===== src/include/sba_config.svh =====
// SBA subsystem configuration
// widths of the system bus and DMI, and the depth of the preload SRAM

`ifndef SBA_CONFIG_SVH
`define SBA_CONFIG_SVH

// system bus byte address width
`define SBA_ADDR_W 32

// system bus data word width
`define SBA_DATA_W 32

// SRAM depth in words
`define SBA_MEM_WORDS 256

// DMI register address width
`define DMI_ADDR_W 7

`endif


===== src/hdl/sba_pkg.sv =====
// SBA shared types
// vector types for DMI and system bus values, DMI register map and the
// bus access FSM states

`default_nettype none

package sba_pkg;

`include "sba_config.svh"

   typedef logic [`DMI_ADDR_W-1:0] dmi_addr_t;
   typedef logic [`SBA_ADDR_W-1:0] sba_addr_t;
   typedef logic [`SBA_DATA_W-1:0] sba_word_t;

   // debug module registers reachable over DMI
   typedef enum logic [`DMI_ADDR_W-1:0] {
      SBCS       = 7'h38,
      SBADDRESS0 = 7'h39,
      SBDATA0    = 7'h3C
   } dmi_reg_e;

   // one system bus access
   typedef enum logic [1:0] {
      SBA_IDLE,
      SBA_REQ,
      SBA_WAIT
   } sba_state_e;

endpackage

`default_nettype wire


===== src/hdl/sba_bus_if.sv =====
// SBA memory bus
// single-cycle request from the SBA control blocks to the SRAM, with a
// response strobe one cycle later

`timescale 1ns/10ps
`default_nettype none
`include "sba_config.svh"

interface sba_bus_if;

   logic               mem_req;
   logic               mem_we;
   sba_pkg::sba_addr_t mem_addr;
   sba_pkg::sba_word_t mem_wdata;
   sba_pkg::sba_word_t mem_rdata;
   logic               mem_rvalid;

   // access sequencing
   modport ctrl (output mem_req, output mem_we, input mem_rvalid);

   // address source
   modport addr (output mem_addr);

   // write data source and read data sink
   modport data (output mem_wdata, input mem_rdata, input mem_rvalid);

   modport mem (
      input  mem_req,
      input  mem_we,
      input  mem_addr,
      input  mem_wdata,
      output mem_rdata,
      output mem_rvalid
   );

endinterface

`default_nettype wire


===== src/hdl/dm_sba_regs.sv =====
// SBA register block
// decodes DMI accesses to SBCS, SBAddress0 and SBData0, starts system bus
// reads and writes, and keeps the sticky busy and address errors

`timescale 1ns/10ps
`default_nettype none
`include "sba_config.svh"

module dm_sba_regs (
   input  logic                clk_sys,
   input  logic                rst_n_i,
   input  logic                dmi_req_i,
   input  logic                dmi_we_i,
   input  sba_pkg::dmi_addr_t  dmi_addr_i,
   input  sba_pkg::sba_word_t  dmi_wdata_i,
   output sba_pkg::sba_word_t  dmi_rdata_o,
   output logic                dmi_rvalid_o,
   input  logic                busy_i,
   input  sba_pkg::sba_addr_t  addr_i,
   output logic                start_read_o,
   output logic                start_write_o,
   output logic                addr_load_o,
   output sba_pkg::sba_addr_t  addr_wdata_o,
   output logic                autoinc_o,
   sba_bus_if.data             bus
);

   localparam sba_pkg::sba_addr_t mem_bytes = `SBA_MEM_WORDS * 4;

   logic               wr_sbcs;
   logic               wr_sbaddr;
   logic               wr_sbdata;
   logic               rd_sbdata;
   logic               trig_read;
   logic               trig_write;
   logic               addr_ok;
   sba_pkg::sba_addr_t check_addr;
   sba_pkg::sba_word_t sbcs_value;

   logic               readonaddr_q;
   logic               readondata_q;
   logic               autoinc_q;
   logic               busyerror_q;
   logic               sberror_q;
   logic               read_pend_q;
   logic               start_read_q;
   logic               start_write_q;
   logic               rvalid_q;
   sba_pkg::sba_word_t sbdata_q;
   sba_pkg::sba_word_t rdata_q;

   assign wr_sbcs   = dmi_req_i && dmi_we_i && (dmi_addr_i == sba_pkg::SBCS);
   assign wr_sbaddr = dmi_req_i && dmi_we_i && (dmi_addr_i == sba_pkg::SBADDRESS0);
   assign wr_sbdata = dmi_req_i && dmi_we_i && (dmi_addr_i == sba_pkg::SBDATA0);
   assign rd_sbdata = dmi_req_i && !dmi_we_i && (dmi_addr_i == sba_pkg::SBDATA0);

   assign trig_write = wr_sbdata;
   assign trig_read  = (wr_sbaddr && readonaddr_q) || (rd_sbdata && readondata_q);

   // read on address targets the new address, everything else the current one
   assign check_addr = wr_sbaddr ? sba_pkg::sba_addr_t'(dmi_wdata_i) : addr_i;
   assign addr_ok    = (check_addr[1:0] == 2'b00) && (check_addr < mem_bytes);

   always_comb begin
      sbcs_value         = '0;
      sbcs_value[31:29]  = 3'd1;
      sbcs_value[22]     = busyerror_q;
      sbcs_value[21]     = busy_i;
      sbcs_value[20]     = readonaddr_q;
      sbcs_value[19:17]  = 3'd2;
      sbcs_value[16]     = autoinc_q;
      sbcs_value[15]     = readondata_q;
      // bad address code
      sbcs_value[14:12]  = {1'b0, sberror_q, 1'b0};
      sbcs_value[11:5]   = 7'(`SBA_ADDR_W);
      sbcs_value[2]      = 1'b1;
   end

   always_ff @(posedge clk_sys) begin
      if (!rst_n_i) begin
         readonaddr_q  <= 1'b0;
         readondata_q  <= 1'b0;
         autoinc_q     <= 1'b0;
         busyerror_q   <= 1'b0;
         sberror_q     <= 1'b0;
         read_pend_q   <= 1'b0;
         start_read_q  <= 1'b0;
         start_write_q <= 1'b0;
         rvalid_q      <= 1'b0;
      end else begin
         start_read_q  <= trig_read && !busy_i && addr_ok;
         start_write_q <= trig_write && !busy_i && addr_ok;
         rvalid_q      <= dmi_req_i && !dmi_we_i;

         if (wr_sbcs) begin
            readonaddr_q <= dmi_wdata_i[20];
            autoinc_q    <= dmi_wdata_i[16];
            readondata_q <= dmi_wdata_i[15];
            // write one to clear
            if (dmi_wdata_i[22]) begin
               busyerror_q <= 1'b0;
            end
            if (|dmi_wdata_i[14:12]) begin
               sberror_q <= 1'b0;
            end
         end

         if (busy_i && (wr_sbaddr || wr_sbdata || trig_read)) begin
            busyerror_q <= 1'b1;
         end
         if (!busy_i && (trig_read || trig_write) && !addr_ok) begin
            sberror_q <= 1'b1;
         end

         if (trig_read && !busy_i && addr_ok) begin
            read_pend_q <= 1'b1;
         end else if (bus.mem_rvalid) begin
            read_pend_q <= 1'b0;
         end
      end
   end

   // data register, written by DMI or by a finished read
   always_ff @(posedge clk_sys) begin
      if (wr_sbdata && !busy_i) begin
         sbdata_q <= dmi_wdata_i;
      end else if (read_pend_q && bus.mem_rvalid) begin
         sbdata_q <= bus.mem_rdata;
      end
   end

   always_ff @(posedge clk_sys) begin
      if (dmi_req_i && !dmi_we_i) begin
         case (dmi_addr_i)
            sba_pkg::SBCS:       rdata_q <= sbcs_value;
            sba_pkg::SBADDRESS0: rdata_q <= sba_pkg::sba_word_t'(addr_i);
            sba_pkg::SBDATA0:    rdata_q <= sbdata_q;
            default:             rdata_q <= '0;
         endcase
      end
   end

   assign dmi_rdata_o   = rdata_q;
   assign dmi_rvalid_o  = rvalid_q;
   assign start_read_o  = start_read_q;
   assign start_write_o = start_write_q;
   assign addr_load_o   = wr_sbaddr && !busy_i;
   assign addr_wdata_o  = sba_pkg::sba_addr_t'(dmi_wdata_i);
   assign autoinc_o     = autoinc_q;
   assign bus.mem_wdata = sbdata_q;

   a_start_onehot: assert property (@(posedge clk_sys) disable iff (!rst_n_i)
      !(start_read_q && start_write_q));

endmodule

`default_nettype wire


===== src/flat_wrapper.sv =====
// flat-port wrapper written by rule: the top's interface ports become plain ports
module dm_sba_regs_flat 
  (clk_sys, rst_n_i, dmi_req_i, dmi_we_i, dmi_addr_i, dmi_wdata_i, dmi_rdata_o, dmi_rvalid_o, busy_i, addr_i, start_read_o, start_write_o, addr_load_o, addr_wdata_o, autoinc_o, bus_mem_wdata, bus_mem_rdata, bus_mem_rvalid);
  sba_bus_if bus_i ();
  input  logic clk_sys;
  input  logic rst_n_i;
  input  logic dmi_req_i;
  input  logic dmi_we_i;
  input  sba_pkg::dmi_addr_t dmi_addr_i;
  input  sba_pkg::sba_word_t dmi_wdata_i;
  output sba_pkg::sba_word_t dmi_rdata_o;
  output logic dmi_rvalid_o;
  input  logic busy_i;
  input  sba_pkg::sba_addr_t addr_i;
  output logic start_read_o;
  output logic start_write_o;
  output logic addr_load_o;
  output sba_pkg::sba_addr_t addr_wdata_o;
  output logic autoinc_o;
  output wire logic [$bits(bus_i.mem_wdata)-1:0] bus_mem_wdata;
  input wire logic [$bits(bus_i.mem_rdata)-1:0] bus_mem_rdata;
  input wire logic [$bits(bus_i.mem_rvalid)-1:0] bus_mem_rvalid;
  assign bus_mem_wdata = bus_i.mem_wdata;
  assign bus_i.mem_rdata = bus_mem_rdata;
  assign bus_i.mem_rvalid = bus_mem_rvalid;
  dm_sba_regs u_core (.clk_sys(clk_sys), .rst_n_i(rst_n_i), .dmi_req_i(dmi_req_i), .dmi_we_i(dmi_we_i), .dmi_addr_i(dmi_addr_i), .dmi_wdata_i(dmi_wdata_i), .dmi_rdata_o(dmi_rdata_o), .dmi_rvalid_o(dmi_rvalid_o), .busy_i(busy_i), .addr_i(addr_i), .start_read_o(start_read_o), .start_write_o(start_write_o), .addr_load_o(addr_load_o), .addr_wdata_o(addr_wdata_o), .autoinc_o(autoinc_o), .bus(bus_i));
endmodule

===== config.mk =====
export PLATFORM = sky130hd
export DESIGN_NAME = dm_sba_regs_flat
export DESIGN_NICKNAME = d
export VERILOG_FILES = /design/src/hdl/sba_pkg.sv /design/src/hdl/sba_bus_if.sv /design/src/hdl/dm_sba_regs.sv /design/src/flat_wrapper.sv
export VERILOG_INCLUDE_DIRS = /design/src /design/src/include
export SDC_FILE = /design/constraint.sdc
export NUM_CORES = 1
export LEC_CHECK = 0
export BUFFER_PORTS_ARGS = -buffer_cell sky130_fd_sc_hd__clkbuf_2
export CAP_MARGIN = 20
export CORE_MARGIN = 10
export CORE_UTILIZATION = 34
export CTS_BUF_LIST = sky130_fd_sc_hd__clkbuf_4 sky130_fd_sc_hd__clkbuf_8 sky130_fd_sc_hd__clkbuf_16
export CTS_CLUSTER_DIAMETER = 150
export DETAILED_ROUTE_END_ITERATION = 10
export PLACE_DENSITY = 0.69
export SLEW_MARGIN = 20
export SYNTH_ARGS = -nofsm -noshare
export SYNTH_HDL_FRONTEND = slang
export SYNTH_SLANG_ARGS = --single-unit

===== constraint.sdc =====
create_clock -name clk_sys -period 4 [get_ports clk_sys]
set_input_delay 0.2 -clock clk_sys [delete_from_list [all_inputs] [get_ports clk_sys]]
set_output_delay 0.2 -clock clk_sys [all_outputs]
set_load 0.005 [all_outputs]

==> impl_results.md, run 1 <==
- Final GP Congestion: 0.8918
- CP dominant cell by count: buf_4
- Syn Inst Count: 275
- Initial Util: 34.97%
- DRT antenna net count: 0
- Root Buffer Master: clkbuf_8
- Power Dens Cells: 351.9 mW/mm^2
- Ports: 210
- Reg2reg start: u_core.read_pend_q
- CP max-delay cell: or2_1
- Worst Setup Slack post-DPL: around 1.4 ns
- Total Power: 1.679 mW
- Reg2Reg Depth: 2
- Vias per cell: roughly 4.8
- Fin crit share: 54.05%
- Maximum VDD drop: 0.1292 mV
- Core Region: just over 0.01 mm^2
- Num Clock Sinks: 73
- Total track usage: 16.05%
- Synth top area share: 53.24%
- Post-synth top cells: edfxtp_1 (64), buf_4 (32), mux2_2 (31), a22o_1 (22), nor2_1 (21)
- Clk slew on worst S/H paths: 0.08 ns
- Die X: 123.0 um
- RSZ-0062 raised after global routing: no
- CTS resizes: 0
- Hold WC Path Type: input pin to register
- Largest net degree at the start of global routing: 34
- Inst Count DP: around 580
- Worst skew pair latency: 0.35 ns
- Yosys warns: 0
- Fmax: 462.5 MHz
- Area leader, netlist: edfxtp_1
- Max incr delay on CP: 0.44 ns
- Fin. Hold Viols: 0
- Cell area after layout: 0.004772 mm^2
- Post-DP HPWL: approximately 10000 um
- Setup repair bufs after CTS: 0
- Critical Path End: u_core.bus.mem_wdata[27]
- Final Skew: 0.01106 ns
- Seq/Total Area, Yosys: 58.23%
- EDFF count, synth: 64
- H-tree depth: 3
- Row cnt: 37
- Worst setup path startpoint: dmi_addr_i[1]
- Die Ht: approximately 120 um
- Diode count: 0
- Cts bufs inserted: 9
- Reg-to-reg critical path endpoint: u_core.bus.mem_wdata[27]
- Crit path kind: input pin to register
- Max-slew headroom: 60.68%
- Number of synthesized register bits: 73
- Slew Viols, Final: 0
- Syn Area/Cell: 13.13 um^2
- Final Instance Count excl. Fillers: 594
- Status: finished, final reports clean
- Syn-to-layout area delta: 32.20%
- Drt total wl: 12590 um
- Critical Path RT: 4.00 ns
- Clk buf depth: 2
- Worst Max-Slew Pin Slew: 0.5898 ns
- TritonRoute pass-1 iters: 4
- DRC viols: 0
- Synth unique cells: 37
- Final WS setup: between 1.5 and 2 ns
- CTS tree: yes
- Routed length per instance: approximately 21 um
- WP data arrival: 2.16 ns
- Crit Path Max Fanout: 33
- TNS Setup: 0 ns
- Startpoint Class: input pin
- FILL cells: 992
- Synth Flop Type: edfxtp_1
- Max-cap violations: 0
- Cell Area, Synth: 0.003610 mm^2
- Total global routing overflow: 0
- Global-route wire length before repair: 18340 um
- DP Area: 0.004541 mm^2
- Antenna violations before repair: 0
- Final setup violation count: 0
- Hold depth: 2
- Share of layout cells above drive strength 1: 57.86%
- Synth area leaders: edfxtp_1 (53%), mux2_2 (9.7%), buf_4 (6.7%)
- Vias in the first global route: around 3200
- Nets: 563
- Buffers added on ports: approximately 210
- Asr flop ratio synth: 0%
- Min Tclk post-route: 2.162 ns
- Critical path cell sequence: clkbuf_2 > nand4b_4 > or2_1 > nor4_4 > buf_4 > a21o_1 > buf_4
- Die ar.: 0.01514 mm^2
- Syn nets: 384
- R2r setup slk: 2.80 ns
- CTS hold repair buffers: 0
- Leakage power: approximately 2.1 nW
- Critical Path End Type: register
- Top-count cell post-synth: edfxtp_1
- Via count: approximately 2800
- Initial drt markers: 184
[cell families after synthesis]
kind of cell    synth area share (%)
mux                            12.48
simple gates                   10.40
flops                          58.23
compound gates                 9.359
buf+inv                        9.532
[routing by layer]
metal / vias up / track usage (%) / wire length (um)
met5: - / 0 / 0
met4: 0 / 6.550 / 216
met3: 16 / 4.831 / 1011
met2: 131 / 25.37 / 6075
met1: 1323 / 20.12 / 5290
li1: 1364 / - / -
[how the worst min path moves through the flow]
| stage | endpoint | slack, ns | startpoint |
|---|---|---|---|
| after floorplan | u_core.busyerror_q | 0.32 | rst_n_i |
| after global placement | u_core.sberror_q | 0.48 | u_core.sberror_q |
| after detailed placement | u_core.sberror_q | 0.49 | u_core.sberror_q |
| after CTS | u_core.dmi_rdata_o[5] | 0.12 | addr_i[5] |
| after global routing | u_core.bus.mem_wdata[4] | 0.13 | bus_mem_rdata[4] |
| final | u_core.dmi_rdata_o[5] | 0.14 | addr_i[5] |
[per-stage QoR]
step | hold slack (ns) | util (%)
3_5_place_dp | 0.4918 | 43.98
2_1_floorplan | 0.3177 | -
6_report | 0.1431 | 46.22
4_1_cts | 0.1242 | 46.22
3_3_place_gp | 0.4792 | 43.98
5_1_grt | 0.1322 | 46.22
[area by class of cell]
type                            count  area, um^2  share of cell area [%]
Sequential cell                    73        2102                   44.05
Clock buffer                        9       123.9                   2.596
Tap cell                          136       170.2                   3.566
Inverter                            5       18.77                  0.3933
Timing Repair Buffer              214        1084                   22.71
Clock inverter                      6       107.6                   2.255
Multi-Input combinational cell    151        1166                   24.44
[state kept, by name (all words and copies together), names as in the netlist]
name,cells
u_core.busyerror_q,1
u_core.start_read_o,1
u_core.start_write_o,1
u_core.dmi_rvalid_o,1
u_core.sberror_q,1
u_core.read_pend_q,1
u_core.readonaddr_q,1
u_core.bus.mem_wdata,32
u_core.dmi_rdata_o,32
u_core.readondata_q,1
u_core.autoinc_o,1
[report_power, final]
| part | internal [mW] | switching (mW) | leakage (nW) |
|---|---|---|---|
| Combinational | 0.0763 | 0.0771 | 1.29 |
| Clock | 0.409 | 0.284 | 0.117 |
| Sequential | 0.831 | 0.00176 | 0.708 |
[placed cells by master, fill, tap and decap left out, types with 7 or more instances in the layout]
cell,Yosys,routed
mux2i_1,9,9
dfxtp_1,9,9
nor4_1,11,11
nand2_1,7,7
clkbuf_8,0,9
mux2_2,31,31
a21oi_1,14,14
a22o_1,22,22
clkbuf_2,1,209
nor2_1,21,21
edfxtp_1,64,64
[critical path: cells and delay by family]
family | cells | cell delay [ns]
AOI/OAI and AO/OA | 1 | 0.13
buffers and inverters | 3 | 0.86
and+or+nand+nor | 3 | 0.93
No activity file was read; power rests on OpenSTA's default activity.
==> inputs of run 2 (changes only) <==
--- a/config.mk
+++ b/config.mk
@@ -13,7 +13,7 @@
 export CTS_BUF_LIST = sky130_fd_sc_hd__clkbuf_4 sky130_fd_sc_hd__clkbuf_8 sky130_fd_sc_hd__clkbuf_16
 export CTS_CLUSTER_DIAMETER = 150
 export DETAILED_ROUTE_END_ITERATION = 10
-export PLACE_DENSITY = 0.69
+export PLACE_DENSITY = 0.71
 export SLEW_MARGIN = 20
 export SYNTH_ARGS = -nofsm -noshare
 export SYNTH_HDL_FRONTEND = slang
==> constraint.sdc (replaced) <==
create_clock -name clk_sys -period 1.97 [get_ports clk_sys]
set_input_delay 0.0985 -clock clk_sys [delete_from_list [all_inputs] [get_ports clk_sys]]
set_output_delay 0.0985 -clock clk_sys [all_outputs]
set_load 0.005 [all_outputs]
==> impl_results.md, run 2 (same netlist as run 1, synthesis figures left out) <==
- Status: finished, final reports clean (unchanged)
- Crit Path Max Fanout: 33 (unchanged)
- Die ar.: 0.01514 mm^2 (unchanged)
- Cts bufs inserted: 9 (unchanged)
- Initial Util: 34.97% (unchanged)
- Nets: 568 (was 563)
- GR Util met1: 20.33% (was 20.12%)
- Fin. Hold Viols: 0 (unchanged)
- Final GP Congestion: 0.8764 (was 0.8918)
- Startpoint Class: input pin (unchanged)
- Vias per cell: 4.848 (was 4.771)
- Total track usage: 16.04% (was 16.05%)
- Die Ht: 123.0 um (unchanged)
- Drt total wl: 12610 um (was 12590 um)
- Min Tclk post-route: ~1.5 ns
- Global-route wire length before repair: 18490 um (was 18340 um)
- Gr busiest metal: met2 (unchanged)
- Largest net degree at the start of global routing: 34 (unchanged)
- RSZ-0062 raised after global routing: no (unchanged)
- Final Skew: 0.01150 ns (was 0.01106 ns)
- Critical Path RT: 2.01 ns (was 4.00 ns)
- Antenna violations before repair: 0 (unchanged)
- Most frequent cells in the layout: clkbuf_2 (209), edfxtp_1 (64), mux2_2 (31), a22o_1 (22), nor2_1 (21) (unchanged)
- TritonRoute pass-1 iters: 4 (unchanged)
- Hold WS: 0.04503 ns (was 0.1431 ns)
- Leakage power: 2.144 nW (was 2.118 nW)
- Root Buffer Master: clkbuf_8 (unchanged)
- Max-slew headroom: 70.28% (was 60.68%)
- Die X: 123.0 um (unchanged)
- Routing usage on met3: 5.150% (was 4.831%)
- CTS resizes: 0 (unchanged)
- WP data arrival: 1.55 ns (was 2.16 ns)
- Vias in the first global route: 3264 (was 3169)
- Core Region: 0.01032 mm^2 (unchanged)
- Syn-to-layout area delta: 34.14% (was 32.20%)
- DRT antenna net count: 0 (unchanged)
- Final WS setup: 0.4614 ns (was 1.838 ns)
- Final setup violation count: 0 (unchanged)
- Row cnt: 37 (unchanged)
- Slew Viols, Final: 0 (unchanged)
- DRC viols: 0 (unchanged)
- Post-DP HPWL: 10630 um (was 10470 um)
- Worst Setup Slack post-DPL: 0.09835 ns (was 1.443 ns)
- Ports: 210 (unchanged)
- Worst skew pair latency: 0.34 ns (was 0.35 ns)
- Crit path kind: input pin to register (unchanged)
- Max-cap violations: 0 (unchanged)
- Hold WC Path Type: input pin to register (unchanged)
- Via count: 2904 (was 2834)
- Most common cell after layout, fill and taps aside: clkbuf_2 (unchanged)
- Worst Max-Slew Pin Slew: 0.4424 ns (was 0.5898 ns)
- CTS hold repair buffers: 0 (unchanged)
- Num Clock Sinks: 73 (unchanged)
- Setup repair bufs after CTS: 0 (unchanged)
- Maximum VDD drop: 0.3816 mV (was 0.1292 mV)
- TNS Setup: 0 ns (unchanged)
- Clk buf depth: 2 (unchanged)
- Fmax: between 600 and 700 MHz
- Total global routing overflow: 0 (unchanged)
- Critical Path End Type: register (unchanged)
- Share of layout cells above drive strength 1: 58.53% (was 57.86%)
- Power Dens Cells: 699.6 mW/mm^2 (was 351.9 mW/mm^2)
- H-tree depth: 3 (unchanged)
- CTS tree: yes (unchanged)
- Fin crit share: about three quarters
- Met2 Use GR: 25.10% (was 25.37%)
- Total Power: 3.388 mW (was 1.679 mW)
- Buffers added on ports: 209 (unchanged)
- Routed length per instance: 21.06 um (was 21.20 um)
- Initial drt markers: 206 (was 184)
- Clk slew on worst S/H paths: 0.08 ns (about the same)
- Diode count: 0 (unchanged)
-- run 2: cell count changes in the layout (fill, tap and decap cells not counted), sizes merged --
cell,delta
buf,+5
-- run 2: path summary, 6_finish.rpt --
kind | from | endpoint | slack (ns) | cells past startpoint
min reg2reg | u_core.sberror_q | u_core.sberror_q | 0.51 | 1
min | addr_i[5] | u_core.dmi_rdata_o[5] | 0.05 | 2
max reg2reg | u_core.bus.mem_wdata[13] | u_core.dmi_rdata_o[13] | 0.87 | 4
max | dmi_addr_i[1] | u_core.bus.mem_wdata[28] | 0.46 | 7
-- run 2: stage by stage --
stage          instances  util, %  area, um^2
2_1_floorplan        275        -        3620
3_3_place_gp         584    44.66        4611
3_5_place_dp         584    44.66        4611
4_1_cts              599    46.90        4842
5_1_grt              599    46.90        4842
6_report             599    46.90        4842
-- run 2: per-layer routing --
metal / share of wire [%] / vias up
li1: - / 1378
met1: 42 / 1362
met2: 47 / 144
met3: 9.0 / 20
met4: 2.2 / 0
met5: 0 / -
-- run 2: power by group --
group	internal, mW	switching, mW	leakage [nW]	total (mW)
Clock	0.830	0.544	0.117	1.37
Combinational	0.160	0.161	1.32	0.321
Sequential	1.69	0.00366	0.708	1.69
Total	2.68	0.709	2.14	3.39
-- run 2: layout make-up --
class / instances / area [um^2]
timing repair buffer: 219 / 1146
clock inverter: 6 / 107.6
sequential: 73 / 2102
clock buffer: 9 / 123.9
multi-input combinational: 151 / 1174
inverter: 5 / 18.77
fill: 959 / 5482
tap: 136 / 170.2
-- run 2: worst max-delay path, stage by stage --
cell	delay, ns
clkbuf_2	0.08
nand4b_4	0.17
or2_1	0.27
nor4_4	0.34
buf_12	0.25
a21o_4	0.12
buf_12	0.19
==> inputs of run 3 (changes only) <==
--- a/config.mk
+++ b/config.mk
@@ -6,6 +6,7 @@
 export SDC_FILE = /design/constraint.sdc
 export NUM_CORES = 1
 export LEC_CHECK = 0
+export ABC_AREA = 1
 export BUFFER_PORTS_ARGS = -buffer_cell sky130_fd_sc_hd__clkbuf_2
 export CAP_MARGIN = 20
 export CORE_MARGIN = 10
==> constraint.sdc (replaced) <==
create_clock -name clk_sys -period 1.35 [get_ports clk_sys]
set_input_delay 0.0675 -clock clk_sys [delete_from_list [all_inputs] [get_ports clk_sys]]
set_output_delay 0.0675 -clock clk_sys [all_outputs]
set_load 0.005 [all_outputs]
==> impl_results.md, run 3 <==
- Status: finished, final reports clean (unchanged)
- Syn nets: 495 (was 384)
- Buffers added on ports: 209 (unchanged)
- Fin. Hold Viols: 0 (unchanged)
- Vias per cell: 4.668 (was 4.848)
- Post-synth top cells: nand2_1 (82), edfxtp_1 (64), inv_1 (55), buf_4 (32), nor2_1 (31) (was edfxtp_1 (64), buf_4 (32), mux2_2 (31), a22o_1 (22), nor2_1 (21))
- Crit path kind: input pin to register (unchanged)
- Ports: 210 (unchanged)
- Synth Flop Type: edfxtp_1 (unchanged)
- Leakage power: 2.611 nW (was 2.144 nW)
- Total Power: 5.416 mW (was 3.388 mW)
- Antenna violations before repair: 0 (unchanged)
- Clock share of power: 45.1% (was 40.6%)
- DRC viols: 0 (unchanged)
- Initial Util: 35.26% (was 34.97%)
- Syn Inst Count: 386 (was 275)
- Share of layout cells above drive strength 1: 41.74% (was 58.53%)
- Critical Path End Type: register (unchanged)
- Top-count cell post-synth: nand2_1 (was edfxtp_1)
- CTS tree: yes (unchanged)
- Maximum VDD drop: 0.6210 mV (was 0.3816 mV)
- Row cnt: 37 (unchanged)
- Initial drt markers: 258 (was 206)
- Startpoint Class: input pin (unchanged)
- Routed length per instance: 17.81 um (was 21.06 um)
- Yosys warns: 0 (unchanged)
- Hold WC Path Type: input pin to register (unchanged)
- Num Clock Sinks: 73 (unchanged)
- Worst skew pair latency: 0.35 ns (was 0.34 ns)
- Cts bufs inserted: 9 (unchanged)
- Global-route wire length before repair: 19150 um (was 18490 um)
- Max-slew headroom: 78.53% (was 70.28%)
- Syn Area/Cell: 9.514 um^2 (was 13.13 um^2)
- Clk buf depth: 2 (unchanged)
- Syn-to-layout area delta: 42.52% (was 34.14%)
- DRT antenna net count: 0 (unchanged)
- Synth top area share: 52.33% (was 53.24%)
- Vias in the first global route: 3566 (was 3264)
- Critical Path RT: 1.44 ns (was 2.01 ns)
- Number of synthesized register bits: 73 (unchanged)
- FILL cells: 975 (was 959)
- Power Dens Cells: 1035 mW/mm^2 (was 699.6 mW/mm^2)
- Final setup violation count: 0 (unchanged)
- Largest net degree at the start of global routing: 35 (was 34)
- Switching power: 1.078 mW (was 709.4 uW)
- Clk slew on worst S/H paths: 0.08 ns (about the same)
- EDFF count, synth: 64 (unchanged)
- Min Tclk post-route: 1.248 ns
- Final Skew: 0.007358 ns (was 0.01150 ns)
- Final Util: 50.25% (was 46.90%)
- Crit Path Max Fanout: 32 (was 33)
- H-tree depth: 3 (unchanged)
- TritonRoute pass-1 iters: 5 (was 4)
- Diode count: 0 (unchanged)
- Fmax: 801.3 MHz
- Most frequent cells in the layout: clkbuf_2 (209), nand2_1 (81), edfxtp_1 (64), inv_1 (54), nor2_1 (31) (was clkbuf_2 (209), edfxtp_1 (64), mux2_2 (31), a22o_1 (22), nor2_1 (21))
- Die Ht: 123.9 um (was 123.0 um)
- Cell Area, Synth: 0.003672 mm^2 (was 0.003610 mm^2)
- Die X: 123.9 um (was 123.0 um)
- Worst Max-Slew Pin Slew: 0.3220 ns (was 0.4424 ns)
- Max-cap violations: 0 (unchanged)
- Synth area leaders: edfxtp_1 (52%), nand2_1 (8.4%), buf_4 (6.5%) (was edfxtp_1 (53%), mux2_2 (9.7%), buf_4 (6.7%))
- Root Buffer Master: clkbuf_8 (unchanged)
- Final GP Congestion: 0.9282 (was 0.8764)
- RSZ-0062 raised after global routing: no (unchanged)
- Hold WS: 0.01049 ns (was 0.04503 ns)
- Synth unique cells: 24 (was 37)
- Total track usage: 16.39% (was 16.04%)
- Internal cell power: 4.337 mW (was 2.678 mW)
- Asr flop ratio synth: 0% (unchanged)
- FF/Latch Area: 0.002102 mm^2 (unchanged)
- TNS Setup: 0 ns (unchanged)
- Post-DP HPWL: 10830 um (was 10630 um)
- Drt total wl: 13090 um (was 12610 um)
- Sequential Power Share: 45.6% (was 49.9%)
- WP data arrival: 1.34 ns (was 1.55 ns)
- Area leader, netlist: edfxtp_1 (unchanged)
- Die ar.: 0.01536 mm^2 (was 0.01514 mm^2)
- Proportion of power drawn by combinational gates: 9.3% (was 9.5%)
- Multi-input gate area: 0.001044 mm^2 (was 0.001174 mm^2)
- Total global routing overflow: 0 (unchanged)
- Via count: 3431 (was 2904)
- Seq/Total Area, Yosys: 57.24% (was 58.23%)
- Sw Share: 19.91% (was 20.94%)
- Core Region: 0.01042 mm^2 (was 0.01032 mm^2)
- Slew Viols, Final: 0 (unchanged)
- Fin crit share: 92.45%
- Most common cell after layout, fill and taps aside: clkbuf_2 (unchanged)
- Nets: 703 (was 568)
[run 3: changes by cell type after synthesis, moves of 11 or more]
cell | before | now
nand2_1 | 7 | 82
inv_1 | 5 | 55
mux2_2 | 31 | 0
o21ai_1 | 0 | 27
nand3_1 | 3 | 17
o21ai_0 | 2 | 16
nor4_1 | 11 | 0
[run 3: stage by stage]
stage               setup WS [ns]  instance area, um^2  std cells
global placement          0.02449                 4741        699
finish                     0.1020                 5234        735
floorplan                 0.03038                 3680        386
global route              0.04150                 5234        735
CTS                       0.01054                 5226        735
detailed placement       -0.03526                 4741        699
[run 3: layer usage]
metal  wire [um]  part of all wire, %  GRT usage, %
met3        1166                  8.9         5.158
met4         459                  3.5         7.410
met5           0                    0             0
met2        6530                   50         27.72
met1        4930                   38         18.61
[run 3: kinds of logic after synthesis]
| kind of cell | share of synthesized area [%] |
|---|---|
| AOI/OAI and AO/OA | 12.06 |
| buffers and inverters | 14.75 |
| DFF | 57.24 |
| and+or+nand+nor | 15.95 |
[run 3: critical path, cell delays in order]
cell	delay [ns]
dlygate4sd3_1	0.54
clkbuf_2	0.13
inv_2	0.10
nand3_4	0.14
buf_12	0.20
nand2_1	0.07
o21ai_0	0.08
[run 3: power by group through the flow]
stage	Clock [mW]	Sequential (mW)	Combinational [mW]
finish	2.44	2.47	0.502
global route	2.56	2.47	0.559
CTS	2.46	2.47	0.504
detailed placement	0	2.52	0.456
global placement	0	2.52	0.446
floorplan	0	2.52	0.208
[run 3: worst paths after layout]
kind,start,slack (ns),end,depth (start not counted)
worst max-delay path,busy_i,0.10,u_core.bus.mem_wdata[4],7
worst min register to register,u_core.busyerror_q,0.49,u_core.busyerror_q,2
worst min-delay path,bus_mem_rdata[11],0.01,u_core.bus.mem_wdata[11],3
worst max register to register,u_core.readondata_q,0.25,u_core.sberror_q,8
[run 3: area by class of cell]
class	count	share of cell area, %
clock buffer	10	2.510
clock inverter	6	2.940
inverter	57	4.088
multi-input combinational	211	19.94
sequential	73	40.16
tap	136	3.251
timing repair buffer	242	27.11
[run 3: what timing repair did]
| action | 4_1_cts | 5_1_grt |
|---|---|---|
| setup buffers | 0 | 0 |
| hold buffers | 20 | 0 |
| endpoints found under the hold margin | 20 | 0 |
| gates resized for setup | 0 | 2 |
| endpoints found under the setup margin | 0 | 49 |
